<file path="src/rv_pkg.sv">
// rv32i core package with widths, opcode and funct codes, alu op codes and the instruction word
package rv_pkg;

	localparam int XLEN = 32;		// data and pc width
	localparam int REG_ADDR_W = 5;		// register index width
	localparam int ALU_OP_W = 4;

	// alu operation codes, PASS_B is the highest defined code
	localparam logic [ALU_OP_W-1:0] ALU_ADD = 4'd0;
	localparam logic [ALU_OP_W-1:0] ALU_SUB = 4'd1;
	localparam logic [ALU_OP_W-1:0] ALU_SLT = 4'd2;
	localparam logic [ALU_OP_W-1:0] ALU_SLTU = 4'd3;
	localparam logic [ALU_OP_W-1:0] ALU_AND = 4'd4;
	localparam logic [ALU_OP_W-1:0] ALU_OR = 4'd5;
	localparam logic [ALU_OP_W-1:0] ALU_XOR = 4'd6;
	localparam logic [ALU_OP_W-1:0] ALU_SLL = 4'd7;
	localparam logic [ALU_OP_W-1:0] ALU_SRL = 4'd8;
	localparam logic [ALU_OP_W-1:0] ALU_SRA = 4'd9;
	localparam logic [ALU_OP_W-1:0] ALU_PASS_B = 4'd10;	// lui

	// opcodes kept by this core
	localparam logic [6:0] OP_LUI = 7'b0110111;
	localparam logic [6:0] OP_AUIPC = 7'b0010111;
	localparam logic [6:0] OP_ALU_IR = 7'b0010011;
	localparam logic [6:0] OP_ALU_RR = 7'b0110011;

	localparam logic [2:0] F3_ADD_SUB = 3'b000;
	localparam logic [2:0] F3_SLL = 3'b001;
	localparam logic [2:0] F3_SLT = 3'b010;
	localparam logic [2:0] F3_SLTU = 3'b011;
	localparam logic [2:0] F3_XOR = 3'b100;
	localparam logic [2:0] F3_SR = 3'b101;		// srl and sra
	localparam logic [2:0] F3_OR = 3'b110;
	localparam logic [2:0] F3_AND = 3'b111;

	localparam logic [6:0] F7_BASE = 7'b0000000;
	localparam logic [6:0] F7_ALT = 7'b0100000;	// sub and sra

	// one instruction word, seen as r-type or as u-type
	typedef union packed
	{
		struct packed
		{
			logic [6:0] funct7;
			logic [REG_ADDR_W-1:0] rs2;
			logic [REG_ADDR_W-1:0] rs1;
			logic [2:0] funct3;
			logic [REG_ADDR_W-1:0] rd;
			logic [6:0] opcode;
		} r;
		struct packed
		{
			logic [19:0] imm20;
			logic [REG_ADDR_W-1:0] rd;
			logic [6:0] opcode;
		} u;
	} rv_instr_u;

endpackage

</file>
<file path="src/rv_core_top.sv">
// rv32i integer core top, joins decode, register file, execute and retire with one advance
module rv_core_top
(
	input logic cpu_clk,
	input logic cpu_rstn,
	input logic instr_valid,
	input rv_pkg::rv_instr_u instr,
	input logic [rv_pkg::XLEN-1:0] instr_pc,
	output logic instr_ready,
	output logic retire_valid,
	input logic retire_ready,
	output logic [rv_pkg::REG_ADDR_W-1:0] retire_rd,
	output logic [rv_pkg::XLEN-1:0] retire_data,
	output logic retire_illegal
);

	logic advance;
	logic [rv_pkg::REG_ADDR_W-1:0] rs1_addr;
	logic [rv_pkg::REG_ADDR_W-1:0] rs2_addr;
	logic [rv_pkg::XLEN-1:0] rs1_data;
	logic [rv_pkg::XLEN-1:0] rs2_data;
	logic d_valid;
	logic [rv_pkg::ALU_OP_W-1:0] d_alu_op;
	logic [rv_pkg::XLEN-1:0] d_op_a;
	logic [rv_pkg::XLEN-1:0] d_op_b;
	logic [rv_pkg::REG_ADDR_W-1:0] d_rd;
	logic d_illegal;
	logic e_valid;
	logic [rv_pkg::REG_ADDR_W-1:0] e_rd;
	logic [rv_pkg::XLEN-1:0] e_result;
	logic e_illegal;
	logic wr_en;
	logic [rv_pkg::REG_ADDR_W-1:0] wr_addr;
	logic [rv_pkg::XLEN-1:0] wr_data;

	// whole pipe moves unless retire is stuck
	assign advance = !retire_valid || retire_ready;
	assign instr_ready = advance;

	rv_decode u_decode (
		.cpu_clk(cpu_clk), .cpu_rstn(cpu_rstn), .advance(advance),
		.instr_valid(instr_valid), .instr(instr), .instr_pc(instr_pc),
		.rs1_addr(rs1_addr), .rs2_addr(rs2_addr),
		.rs1_data(rs1_data), .rs2_data(rs2_data),
		.e_valid(e_valid), .e_rd(e_rd), .e_result(e_result),
		.retire_valid(retire_valid), .retire_rd(retire_rd), .retire_data(retire_data),
		.d_valid(d_valid), .d_alu_op(d_alu_op), .d_op_a(d_op_a), .d_op_b(d_op_b),
		.d_rd(d_rd), .d_illegal(d_illegal)
	);

	rv_regfile u_regfile (
		.cpu_clk(cpu_clk), .cpu_rstn(cpu_rstn),
		.rs1_addr(rs1_addr), .rs2_addr(rs2_addr),
		.rs1_data(rs1_data), .rs2_data(rs2_data),
		.wr_en(wr_en), .wr_addr(wr_addr), .wr_data(wr_data)
	);

	rv_execute u_execute (
		.cpu_clk(cpu_clk), .cpu_rstn(cpu_rstn), .advance(advance),
		.d_valid(d_valid), .d_alu_op(d_alu_op), .d_op_a(d_op_a), .d_op_b(d_op_b),
		.d_rd(d_rd), .d_illegal(d_illegal),
		.e_valid(e_valid), .e_rd(e_rd), .e_result(e_result), .e_illegal(e_illegal)
	);

	rv_result u_result (
		.cpu_clk(cpu_clk), .cpu_rstn(cpu_rstn), .advance(advance),
		.e_valid(e_valid), .e_rd(e_rd), .e_result(e_result), .e_illegal(e_illegal),
		.retire_valid(retire_valid), .retire_ready(retire_ready),
		.retire_rd(retire_rd), .retire_data(retire_data), .retire_illegal(retire_illegal),
		.wr_en(wr_en), .wr_addr(wr_addr), .wr_data(wr_data)
	);

endmodule

</file>
<file path="src/rv_decode.sv">
// decode stage: field decode, immediates, forwarded operands and the decode-to-execute register
module rv_decode
(
	input logic cpu_clk,
	input logic cpu_rstn,
	input logic advance,
	input logic instr_valid,
	input rv_pkg::rv_instr_u instr,
	input logic [rv_pkg::XLEN-1:0] instr_pc,
	output logic [rv_pkg::REG_ADDR_W-1:0] rs1_addr,
	output logic [rv_pkg::REG_ADDR_W-1:0] rs2_addr,
	input logic [rv_pkg::XLEN-1:0] rs1_data,
	input logic [rv_pkg::XLEN-1:0] rs2_data,
	input logic e_valid,
	input logic [rv_pkg::REG_ADDR_W-1:0] e_rd,
	input logic [rv_pkg::XLEN-1:0] e_result,
	input logic retire_valid,
	input logic [rv_pkg::REG_ADDR_W-1:0] retire_rd,
	input logic [rv_pkg::XLEN-1:0] retire_data,
	output logic d_valid,
	output logic [rv_pkg::ALU_OP_W-1:0] d_alu_op,
	output logic [rv_pkg::XLEN-1:0] d_op_a,
	output logic [rv_pkg::XLEN-1:0] d_op_b,
	output logic [rv_pkg::REG_ADDR_W-1:0] d_rd,
	output logic d_illegal
);

	logic [rv_pkg::XLEN-1:0] imm_i;
	logic [rv_pkg::XLEN-1:0] imm_u;
	logic [rv_pkg::ALU_OP_W-1:0] f3_op;	// op implied by funct3 alone
	logic [rv_pkg::ALU_OP_W-1:0] alu_op;
	logic use_imm;
	logic use_u_imm;
	logic use_pc;
	logic illegal;
	logic [rv_pkg::XLEN-1:0] rs1_fwd;
	logic [rv_pkg::XLEN-1:0] rs2_fwd;
	logic [rv_pkg::XLEN-1:0] op_a;
	logic [rv_pkg::XLEN-1:0] op_b;

	assign rs1_addr = instr.r.rs1;
	assign rs2_addr = instr.r.rs2;

	// i-type imm sits in funct7 and rs2 of the r view
	assign imm_i = {{(rv_pkg::XLEN-12){instr.r.funct7[6]}}, instr.r.funct7, instr.r.rs2};
	assign imm_u = {instr.u.imm20, 12'b0};

	always_comb
	begin
		f3_op = rv_pkg::ALU_ADD;
		case (instr.r.funct3)
			rv_pkg::F3_ADD_SUB: f3_op = rv_pkg::ALU_ADD;
			rv_pkg::F3_SLL: f3_op = rv_pkg::ALU_SLL;
			rv_pkg::F3_SLT: f3_op = rv_pkg::ALU_SLT;
			rv_pkg::F3_SLTU: f3_op = rv_pkg::ALU_SLTU;
			rv_pkg::F3_XOR: f3_op = rv_pkg::ALU_XOR;
			rv_pkg::F3_SR: f3_op = rv_pkg::ALU_SRL;
			rv_pkg::F3_OR: f3_op = rv_pkg::ALU_OR;
			rv_pkg::F3_AND: f3_op = rv_pkg::ALU_AND;
			default: f3_op = rv_pkg::ALU_ADD;
		endcase
	end

	always_comb
	begin
		alu_op = f3_op;
		use_imm = 1'b0;
		use_u_imm = 1'b0;
		use_pc = 1'b0;
		illegal = 1'b0;
		case (instr.r.opcode)
			rv_pkg::OP_LUI:
			begin
				alu_op = rv_pkg::ALU_PASS_B;
				use_imm = 1'b1;
				use_u_imm = 1'b1;
			end
			rv_pkg::OP_AUIPC:
			begin
				alu_op = rv_pkg::ALU_ADD;
				use_imm = 1'b1;
				use_u_imm = 1'b1;
				use_pc = 1'b1;
			end
			rv_pkg::OP_ALU_IR:
			begin
				use_imm = 1'b1;
				// only the shifts constrain the upper imm bits
				if (instr.r.funct3 == rv_pkg::F3_SLL)
				begin
					illegal = (instr.r.funct7 != rv_pkg::F7_BASE);
				end
				else if (instr.r.funct3 == rv_pkg::F3_SR)
				begin
					if (instr.r.funct7 == rv_pkg::F7_ALT)
					begin
						alu_op = rv_pkg::ALU_SRA;
					end
					else
					begin
						illegal = (instr.r.funct7 != rv_pkg::F7_BASE);
					end
				end
			end
			rv_pkg::OP_ALU_RR:
			begin
				if (instr.r.funct7 == rv_pkg::F7_ALT)
				begin
					if (instr.r.funct3 == rv_pkg::F3_ADD_SUB)
					begin
						alu_op = rv_pkg::ALU_SUB;
					end
					else if (instr.r.funct3 == rv_pkg::F3_SR)
					begin
						alu_op = rv_pkg::ALU_SRA;
					end
					else
					begin
						illegal = 1'b1;
					end
				end
				else
				begin
					illegal = (instr.r.funct7 != rv_pkg::F7_BASE);	// M ext lands here
				end
			end
			default:
			begin
				alu_op = rv_pkg::ALU_ADD;
				illegal = 1'b1;
			end
		endcase
	end

	// youngest producer wins
	function automatic logic [rv_pkg::XLEN-1:0] fwd_src(
		input logic [rv_pkg::REG_ADDR_W-1:0] addr,
		input logic [rv_pkg::XLEN-1:0] rf_data
	);
		logic [rv_pkg::XLEN-1:0] val;
		if (addr == '0)
		begin
			val = '0;
		end
		else if (e_valid && (e_rd == addr))
		begin
			val = e_result;
		end
		else if (retire_valid && (retire_rd == addr))
		begin
			val = retire_data;	// still in the retire register
		end
		else
		begin
			val = rf_data;
		end
		return val;
	endfunction

	always_comb
	begin
		rs1_fwd = fwd_src(rs1_addr, rs1_data);
		rs2_fwd = fwd_src(rs2_addr, rs2_data);
	end

	assign op_a = use_pc ? instr_pc : rs1_fwd;
	assign op_b = use_imm ? (use_u_imm ? imm_u : imm_i) : rs2_fwd;

	always_ff @(posedge cpu_clk or negedge cpu_rstn)
	begin
		if (!cpu_rstn)
		begin
			d_valid <= 1'b0;
			d_alu_op <= rv_pkg::ALU_ADD;
			d_op_a <= '0;
			d_op_b <= '0;
			d_rd <= '0;
			d_illegal <= 1'b0;
		end
		else if (advance)
		begin
			d_valid <= instr_valid;		// no valid input gives a bubble
			d_alu_op <= alu_op;
			d_op_a <= op_a;
			d_op_b <= op_b;
			d_rd <= illegal ? '0 : instr.r.rd;
			d_illegal <= instr_valid && illegal;
		end
	end

endmodule

</file>
<file path="src/rv_execute.sv">
// execute stage, the ALU and the execute-to-result register
module rv_execute
(
	input logic cpu_clk,
	input logic cpu_rstn,
	input logic advance,
	input logic d_valid,
	input logic [rv_pkg::ALU_OP_W-1:0] d_alu_op,
	input logic [rv_pkg::XLEN-1:0] d_op_a,
	input logic [rv_pkg::XLEN-1:0] d_op_b,
	input logic [rv_pkg::REG_ADDR_W-1:0] d_rd,
	input logic d_illegal,
	output logic e_valid,
	output logic [rv_pkg::REG_ADDR_W-1:0] e_rd,
	output logic [rv_pkg::XLEN-1:0] e_result,
	output logic e_illegal
);

	logic [4:0] shamt;
	logic [rv_pkg::XLEN-1:0] alu_res;

	assign shamt = d_op_b[4:0];	// rv32 shifts use low 5 bits

	always_comb
	begin
		case (d_alu_op)
			rv_pkg::ALU_ADD: alu_res = d_op_a + d_op_b;
			rv_pkg::ALU_SUB: alu_res = d_op_a - d_op_b;
			rv_pkg::ALU_SLT:
				alu_res = {{(rv_pkg::XLEN-1){1'b0}}, ($signed(d_op_a) < $signed(d_op_b))};
			rv_pkg::ALU_SLTU: alu_res = {{(rv_pkg::XLEN-1){1'b0}}, (d_op_a < d_op_b)};
			rv_pkg::ALU_AND: alu_res = d_op_a & d_op_b;
			rv_pkg::ALU_OR: alu_res = d_op_a | d_op_b;
			rv_pkg::ALU_XOR: alu_res = d_op_a ^ d_op_b;
			rv_pkg::ALU_SLL: alu_res = d_op_a << shamt;
			rv_pkg::ALU_SRL: alu_res = d_op_a >> shamt;
			rv_pkg::ALU_SRA: alu_res = $signed(d_op_a) >>> shamt;	// keeps sign bit
			rv_pkg::ALU_PASS_B: alu_res = d_op_b;
			default: alu_res = '0;
		endcase
	end

	always_ff @(posedge cpu_clk or negedge cpu_rstn)
	begin
		if (!cpu_rstn)
		begin
			e_valid <= 1'b0;
			e_rd <= '0;
			e_result <= '0;
			e_illegal <= 1'b0;
		end
		else if (advance)
		begin
			e_valid <= d_valid;
			e_rd <= d_rd;
			e_result <= alu_res;
			e_illegal <= d_illegal;
		end
	end

	// decode only ever hands over a known op
	a_alu_op_defined: assert property (@(posedge cpu_clk) disable iff (!cpu_rstn)
		d_valid |-> (d_alu_op <= rv_pkg::ALU_PASS_B));

endmodule

</file>
<file path="src/rv_regfile.sv">
// general register file, two combinational read ports and one write port, x0 reads zero
module rv_regfile
(
	input logic cpu_clk,
	input logic cpu_rstn,
	input logic [rv_pkg::REG_ADDR_W-1:0] rs1_addr,
	input logic [rv_pkg::REG_ADDR_W-1:0] rs2_addr,
	output logic [rv_pkg::XLEN-1:0] rs1_data,
	output logic [rv_pkg::XLEN-1:0] rs2_data,
	input logic wr_en,
	input logic [rv_pkg::REG_ADDR_W-1:0] wr_addr,
	input logic [rv_pkg::XLEN-1:0] wr_data
);

	logic [rv_pkg::XLEN-1:0] regs [1:31];	// no storage for x0

	always_ff @(posedge cpu_clk or negedge cpu_rstn)
	begin
		if (!cpu_rstn)
		begin
			for (int i = 1; i < 32; i++)
			begin
				regs[i] <= '0;
			end
		end
		else if (wr_en && (wr_addr != '0))
		begin
			regs[wr_addr] <= wr_data;
		end
	end

	assign rs1_data = (rs1_addr == '0) ? '0 : regs[rs1_addr];
	assign rs2_data = (rs2_addr == '0) ? '0 : regs[rs2_addr];

	// retire stage must never try to write x0
	a_no_x0_write: assert property (@(posedge cpu_clk) disable iff (!cpu_rstn)
		wr_en |-> (wr_addr != '0));

endmodule

</file>
<file path="src/rv_result.sv">
// retire stage, holds the retire port and writes the register file on retirement
module rv_result
(
	input logic cpu_clk,
	input logic cpu_rstn,
	input logic advance,
	input logic e_valid,
	input logic [rv_pkg::REG_ADDR_W-1:0] e_rd,
	input logic [rv_pkg::XLEN-1:0] e_result,
	input logic e_illegal,
	output logic retire_valid,
	input logic retire_ready,
	output logic [rv_pkg::REG_ADDR_W-1:0] retire_rd,
	output logic [rv_pkg::XLEN-1:0] retire_data,
	output logic retire_illegal,
	output logic wr_en,
	output logic [rv_pkg::REG_ADDR_W-1:0] wr_addr,
	output logic [rv_pkg::XLEN-1:0] wr_data
);

	always_ff @(posedge cpu_clk or negedge cpu_rstn)
	begin
		if (!cpu_rstn)
		begin
			retire_valid <= 1'b0;
			retire_rd <= '0;
			retire_data <= '0;
			retire_illegal <= 1'b0;
		end
		else if (advance)
		begin
			retire_valid <= e_valid;
			retire_rd <= e_rd;
			retire_data <= e_result;
			retire_illegal <= e_illegal;
		end
	end

	// write lands on the edge the handshake completes
	assign wr_en = retire_valid && retire_ready && !retire_illegal && (retire_rd != '0);
	assign wr_addr = retire_rd;
	assign wr_data = retire_data;

	// stalled retire holds the whole port
	a_retire_hold: assert property (@(posedge cpu_clk) disable iff (!cpu_rstn)
		(retire_valid && !retire_ready) |=>
		(retire_valid && $stable(retire_rd) && $stable(retire_data) && $stable(retire_illegal)));

endmodule

</file>
<file path="config.mk">
export PLATFORM = sky130hd
export DESIGN_NAME = rv_core_top
export DESIGN_NICKNAME = d
export VERILOG_FILES = /design/src/rv_pkg.sv /design/src/rv_core_top.sv /design/src/rv_decode.sv /design/src/rv_execute.sv /design/src/rv_regfile.sv /design/src/rv_result.sv
export SDC_FILE = /design/constraint.sdc
export NUM_CORES = 2
export LEC_CHECK = 0
export ABC_CLOCK_PERIOD_IN_PS = 7900
export BUFFER_PORTS_ARGS = -buffer_cell sky130_fd_sc_hd__buf_2
export CAP_MARGIN = 25
export CELL_PAD_IN_SITES_DETAIL_PLACEMENT = 1
export CELL_PAD_IN_SITES_GLOBAL_PLACEMENT = 1
export CORE_MARGIN = 2
export CORE_UTILIZATION = 30
export DETAILED_ROUTE_END_ITERATION = 16
export PLACE_DENSITY_LB_ADDON = 0.12
export SLEW_MARGIN = 20
export SYNTH_ARGS = -nofsm -noshare
export SYNTH_HDL_FRONTEND = slang
export SYNTH_SLANG_ARGS = --single-unit
</file>
<file path="constraint.sdc">
create_clock -name cpu_clk -period 7.9 [get_ports cpu_clk]
set_clock_uncertainty 0.2 [all_clocks]
set_input_delay 1.185 -clock cpu_clk [delete_from_list [all_inputs] [get_ports cpu_clk]]
set_output_delay 1.185 -clock cpu_clk [all_outputs]
set_load 0.03 [all_outputs]
</file>
# Word level (Yosys, flattened, before mapping)

Memories as Yosys holds them, arrays and structs flattened.
Index checks and enable logic that the tools add are counted.

Bits of input ports: 68
Output and inout port bits: 40
Memories kept: 1
Word-level logic and storage cells: 142
Memory bits (read-only): 32
RAM bits: 0
Register bits: 1145
Bits in latches: 0

Add/subtract/negate cells: 2
Bitwise operators: 6
Div/mod/pow operators: 0
Equal/unequal tests: 21
Muxes and demuxes: 37
Multipliers: 0
$lt $le $gt $ge: 6
Shift operators: 3
Reduce and logical (&&, ||, !) cells: 21

Memories:

| name            | words | width | read ports | clocked after Yosys merged registers in | write ports | line            | RTL |
|---|---|---|---|---|---|---|---|
| (no name shown) | 8     | 4     | 1          | 0                                       | 0           | rv_decode.sv:51 | `case (instr.r.funct3)` |

Operator list:

| kind                                                                  | count |
|---|---|
| 992-bit bitwise mux                                                   | 1 |
| 32-bit two-way mux                                                    | 13 |
| 32-bit one-hot mux with 11 select lines                               | 1 |
| 32-bit binary-select mux with 5-bit select                            | 2 |
| 32-bit demux with 5-bit select                                        | 1 |
| 32-bit less-than comparator                                           | 2 |
| 32-bit adder                                                          | 1 |
| 32-bit AND                                                            | 1 |
| 32-bit OR                                                             | 1 |
| 32-bit by 5-bit left shift with 32-bit output                         | 1 |
| 32-bit by 5-bit >> shifter with 32-bit output                         | 1 |
| 32-bit by 5-bit >>> shifter with 32-bit output                        | 1 |
| 32-bit subtractor                                                     | 1 |
| 32-bit XOR                                                            | 1 |
| 31-bit two-way mux                                                    | 1 |
| 4-bit two-way mux                                                     | 6 |
| 7-bit by 6-bit equality test with 1-bit output, second input constant | 3 |
| 5-bit equality test                                                   | 4 |
| 6-bit greater-or-equal comparator, second input constant              | 3 |
| 5-bit NOT with 6-bit output                                           | 3 |
| 4-bit by 3-bit equality test with 1-bit output, second input constant | 4 |
| 7-bit by 5-bit equality test with 1-bit output, second input constant | 2 |
| 4-bit equality test, second input constant                            | 3 |
| 4-bit one-hot mux with 3 select lines                                 | 1 |
| 18 further kinds                                                      | 38 |

# Longest topological paths before layout

Word-level depth: 8
Depth in mapped cells: 16
Gate-level depth less buffers: 12

# Cells and area by module

A second synthesis with hierarchy kept.

Cells, all modules: 5741
Area total of the unflattened synthesis: 70674.0 µm²

Modules (own cells, without submodules):

| module      | sequential area each (µm²) | cells each | times used | area an instance (µm²) |
|---|---|---|---|---|
| rv_regfile  | 24823.8                    | 3612       | 1          | 53491.3 |
| rv_execute  | 975.9                      | 1390       | 1          | 10188.5 |
| rv_decode   | 1876.8                     | 615        | 1          | 5195.0 |
| rv_result   | 975.9                      | 123        | 1          | 1793.0 |
| rv_core_top | 0.0                        | 1          | 1          | 6.3 |

# Least setup slack after synthesis

No wires, ideal clock.

Path type: reg2reg
Start: reg u_decode.d_op_b[1] in the netlist's numbering
End: reg u_execute.e_result[23] in the netlist's numbering
Arrival time: 3.418 ns
Path buffers: 4
Cell stages (with the launch flop): 16
Path slack: 4.156 ns
Data required time: 7.574 ns
Clock period less this slack: 3.744 ns
Library setup time: 0.126 ns
Cell sequence: dfrtp_1 -> buf_2 -> buf_4 -> inv_2 -> buf_2 -> buf_2 -> ha_1 -> a21o_1 -> and4_1 -> o2111ai_1 -> a31oi_1 -> a41oi_1 -> o211ai_1 -> a221oi_1 -> a21oi_1 -> a221o_1

Longest elaborated chain between the ends: 2
Elaborated cells between the ends (all ways): 6
Those cells by class: add/sub: 2; shift: 3; mux: 1

Ends and longest elaborated chain:

| element                                         | line             | RTL |
|---|---|---|
| start, declared                                 | rv_decode.sv:23  | `output logic [rv_pkg::XLEN-1:0] d_op_b,` |
| start signal, assigned                          | rv_decode.sv:185 | `d_op_b <= op_b;` |
| 32-bit subtractor, or another cell as far along | rv_execute.sv:28 | `rv_pkg::ALU_SUB: alu_res = d_op_a - d_op_b;` |
| 32-bit one-hot mux with 11 select lines (*)     | rv_execute.sv:26 | `case (d_alu_op)` |
| end signal, assigned                            | rv_execute.sv:56 | `e_result <= alu_res;` |
| end, declared                                   | rv_execute.sv:15 | `output logic [rv_pkg::XLEN-1:0] e_result,` |

Mark *: on every way between the ends. The rest lies on a longest branch, timed or not.
A chain may end at the register's enable or synchronous reset.

# Worst setup path after layout

Start: reg u_decode.d_op_a[6] in the netlist's numbering
End: reg u_execute.e_result[23] in the netlist's numbering

Longest elaborated chain between the ends: 2
Elaborated cells between the ends (all ways): 6
Those cells by class: add/sub: 2; shift: 3; mux: 1

Ends and longest elaborated chain:

| element                                         | line             | RTL |
|---|---|---|
| start, declared                                 | rv_decode.sv:22  | `output logic [rv_pkg::XLEN-1:0] d_op_a,` |
| start signal, assigned                          | rv_decode.sv:184 | `d_op_a <= op_a;` |
| 32-bit subtractor, or another cell as far along | rv_execute.sv:28 |  |
| 32-bit one-hot mux with 11 select lines (*)     | rv_execute.sv:26 |  |

Marks and branches as above.

==> flow_metrics.tcl <==
set metrics [dict create \
    status "finished, final reports clean" \
    drc 0 \
    cts_buffer_depth 3 \
    arrival_ns 5.43 \
    multi_input_area_sq_mm 0.0382 \
    drt_iter0_markers 3680 \
    synth_top_area_cell "dfrtp_1" \
    fin_tns_setup_ns 0 \
    slew_viol_final 0 \
    tightest_slew_ns 1.12 \
    synth_cell_types 88 \
    grt_pass1_vias 51015 \
    synth.most_common_cell "dfrtp_1" \
    path_cells "inv_1 > ha_1 > a21oi_1 > o21ai_0 > nand2_1 > a31oi_1 > a41oi_1 > o211ai_1 > o22a_1 > a21oi_1 > a221o_1" \
    pin_count 108 \
    clock_latency_ns 0.81 \
    slew_headroom 0.251 \
    synth-seq-cells 1145 \
    synth_warnings 0 \
    cts_resized 0 \
    hpwl_microns 182000 \
    hold_viol 0 \
    synth_common_cells "1145 x dfrtp_1, 1069 x mux2_2, 609 x mux4_2, 353 x clkbuf_1, 338 x nand2_1" \
    die_area_sq_mm 0.234 \
    r2r_slack_ns 2.95 \
    clk_pin_slew_ns 0.06 \
    cts-root-buf "clkbuf_16" \
    synthFlopType "dfrtp_1" \
    synth_edf_count 0 \
    rows 176 \
    start_kind "flip-flop" \
    cts_tree "built" \
    numCtsBuffers 143 \
    grt_pass1_wl_microns 412000 \
    initial_core_util 0.301 \
    syn_nets 5526 \
    syn_to_final_growth_pct 12.7 \
    ant_nets 0 \
    wl_per_cell_microns 34.3 \
    rsz0062_at_grt "no" \
    regArea_sq_mm 0.0287 \
    min_path_type "in2async" \
    num-fill-cells 24103 \
    cts.sinks 1145 \
    die_h_microns 484 \
    final_nets 5400 \
    cp_max_fo 9 \
    synthArstFlopShare 1.00 \
    critPathKind "reg2reg" \
    via_count 48742 \
    netlist_top_cells_area "dfrtp_1 41%, mux4_2 20%, mux2_2 17%" \
    max_cap_viol_count 0 \
    cp_top_family "compound AO/OA/AOI/OAI gates" \
    wirelength_microns 287000 \
    cp-end-kind "flip-flop" \
    max_freq_mhz 202 \
    htreeDepth 4 \
    p_leak_uw 0.0348 \
    syn_area_sq_mm 0.0691 \
    grt.total_usage 0.243 \
    required_ns 8.38 \
    cp_slowest_stage_delay_ns 0.80 \
    postCtsSetupRepairBufs 0 \
    place_congestion 0.909 \
    irDropWorstVdd_mv 0.233 \
    cp.buffers_inverters 1 \
    coreArea_sq_mm 0.229 \
    overflow 0 \
    port-buffer-count 107 \
    routed_via_density 5.83 \
    min_period_over_period 0.626 \
    antenna_found_initial 9 \
    synth.top_cell.area_share 0.415 \
    setup_viol 0 \
    dr.pass1.iters 8 \
    crit_slowest_cell "dfrtp_1" \
    min_period_ns 4.95 \
    cellPowerDensity_mw_per_mm2 209 \
    syn_area_per_cell_sq_um 12.9 \
    syn-instance-count 5352 \
    hold-worst-slack_ns 0.0956 \
    grt_max_degree 153 \
    seq_area_frac_synth 0.415 \
    cts_hold_buf 0 \
    crit_path_frequent_cell "a21oi_1" \
    drive_above_1_share 0.420 \
    die_x_microns 484 \
]
[routing by layer]
layer,track usage,vias to the layer above,part of all wire
met1,0.345,27001,0.46
met5,0,-,0
li1,-,20230,-
met2,0.389,1203,0.47
met3,0.0324,308,0.042
met4,0.0658,0,0.027
[layout make-up]
| cell class | count | share of cell area |
|---|---|---|
| inverters | 99 | 0.00477 |
| repair buffers | 261 | 0.0260 |
| diodes | 3 | 0.0000964 |
| clock buffers | 204 | 0.0529 |
| clock inverters | 51 | 0.00886 |
| flip-flops and latches | 1145 | 0.368 |
| multi-input cells | 3576 | 0.491 |
| well taps | 3026 | 0.0486 |
[worst register-to-register path, cell delays in order, from the launching register on]
cell      delay [ns]
dfrtp_1         0.80
inv_1           0.26
ha_1            0.56
a21oi_1         0.12
o21ai_0         0.39
nand2_1         0.10
a31oi_1         0.74
a41oi_1         0.43
o211ai_1        0.58
o22a_1          0.23
a21oi_1         0.06
a221o_1         0.34
[state kept, by name (all words and copies together) (netlist names), 4 cells and up]
register,count
u_decode.d_alu_op,4
u_decode.d_op_a,32
u_decode.d_op_b,32
u_decode.d_rd,5
u_execute.e_rd,5
u_execute.e_result,32
u_regfile.regs,992
u_result.retire_data,32
u_result.retire_rd,5
[through the flow]
step           instance area, sq um  std cells  power (uW)  worst slack [ns]   util
2_1_floorplan                 69100       5352        8180              4.16      -
3_3_place_gp                  72900       8101        9550              2.28  0.318
3_5_place_dp                  73000       8105        9580              2.56  0.318
4_1_cts                       77800       8360       16500              3.19  0.339
5_1_grt                       77800       8364       16900              2.98  0.339
6_report                      77800       8365       16300              2.95  0.339
[final timing paths]
| kind | cells past startpoint | to | start |
|---|---|---|---|
| max | 11 | u_execute.e_result[23] | u_decode.d_op_a[6] |
| min | 1 | u_regfile.regs[330] | cpu_rstn |
| max reg2reg | 11 | u_execute.e_result[23] | u_decode.d_op_a[6] |
| min reg2reg | 2 | u_execute.e_illegal | u_execute.e_illegal |
| max in group asynchronous | 2 | u_decode.d_op_b[0] | cpu_rstn |
| min in group cpu_clk | 2 | u_execute.e_illegal | u_execute.e_illegal |
[placed cells by master (no fill, tap or decap), types with 26 or more instances in the layout]
cell / instances
nor2_1: 223
buf_4: 134
o211ai_1: 26
mux4_2: 609
a221oi_1: 41
o21ai_1: 29
a22oi_1: 34
buf_2: 98
clkbuf_16: 144
a211oi_1: 42
dfrtp_1: 1140
inv_1: 96
mux2_2: 1069
clkbuf_1: 31
nand2_1: 327
clkbuf_8: 29
o21ai_0: 158
nor3_1: 34
mux2i_1: 114
ha_1: 104
a22o_1: 74
a222oi_1: 35
a21oi_1: 222
[power breakdown]
group	switching, uW	internal (uW)	total (uW)	leakage [uW]
registers	290	6100	6390	0.0159
logic	2230	848	3080	0.0166
clock network	2830	3950	6780	0.00234
[kinds of logic after synthesis]
group / share of synthesized area
AND/OR/NAND/NOR: 0.0496
multiplexers: 0.391
flip-flops: 0.415
AO/OA/AOI/OAI: 0.0830
adder cells (fa/ha/maj): 0.0194
buffers and inverters: 0.0377
XOR/XNOR: 0.00418
Power figures use the tool's default switching activity.
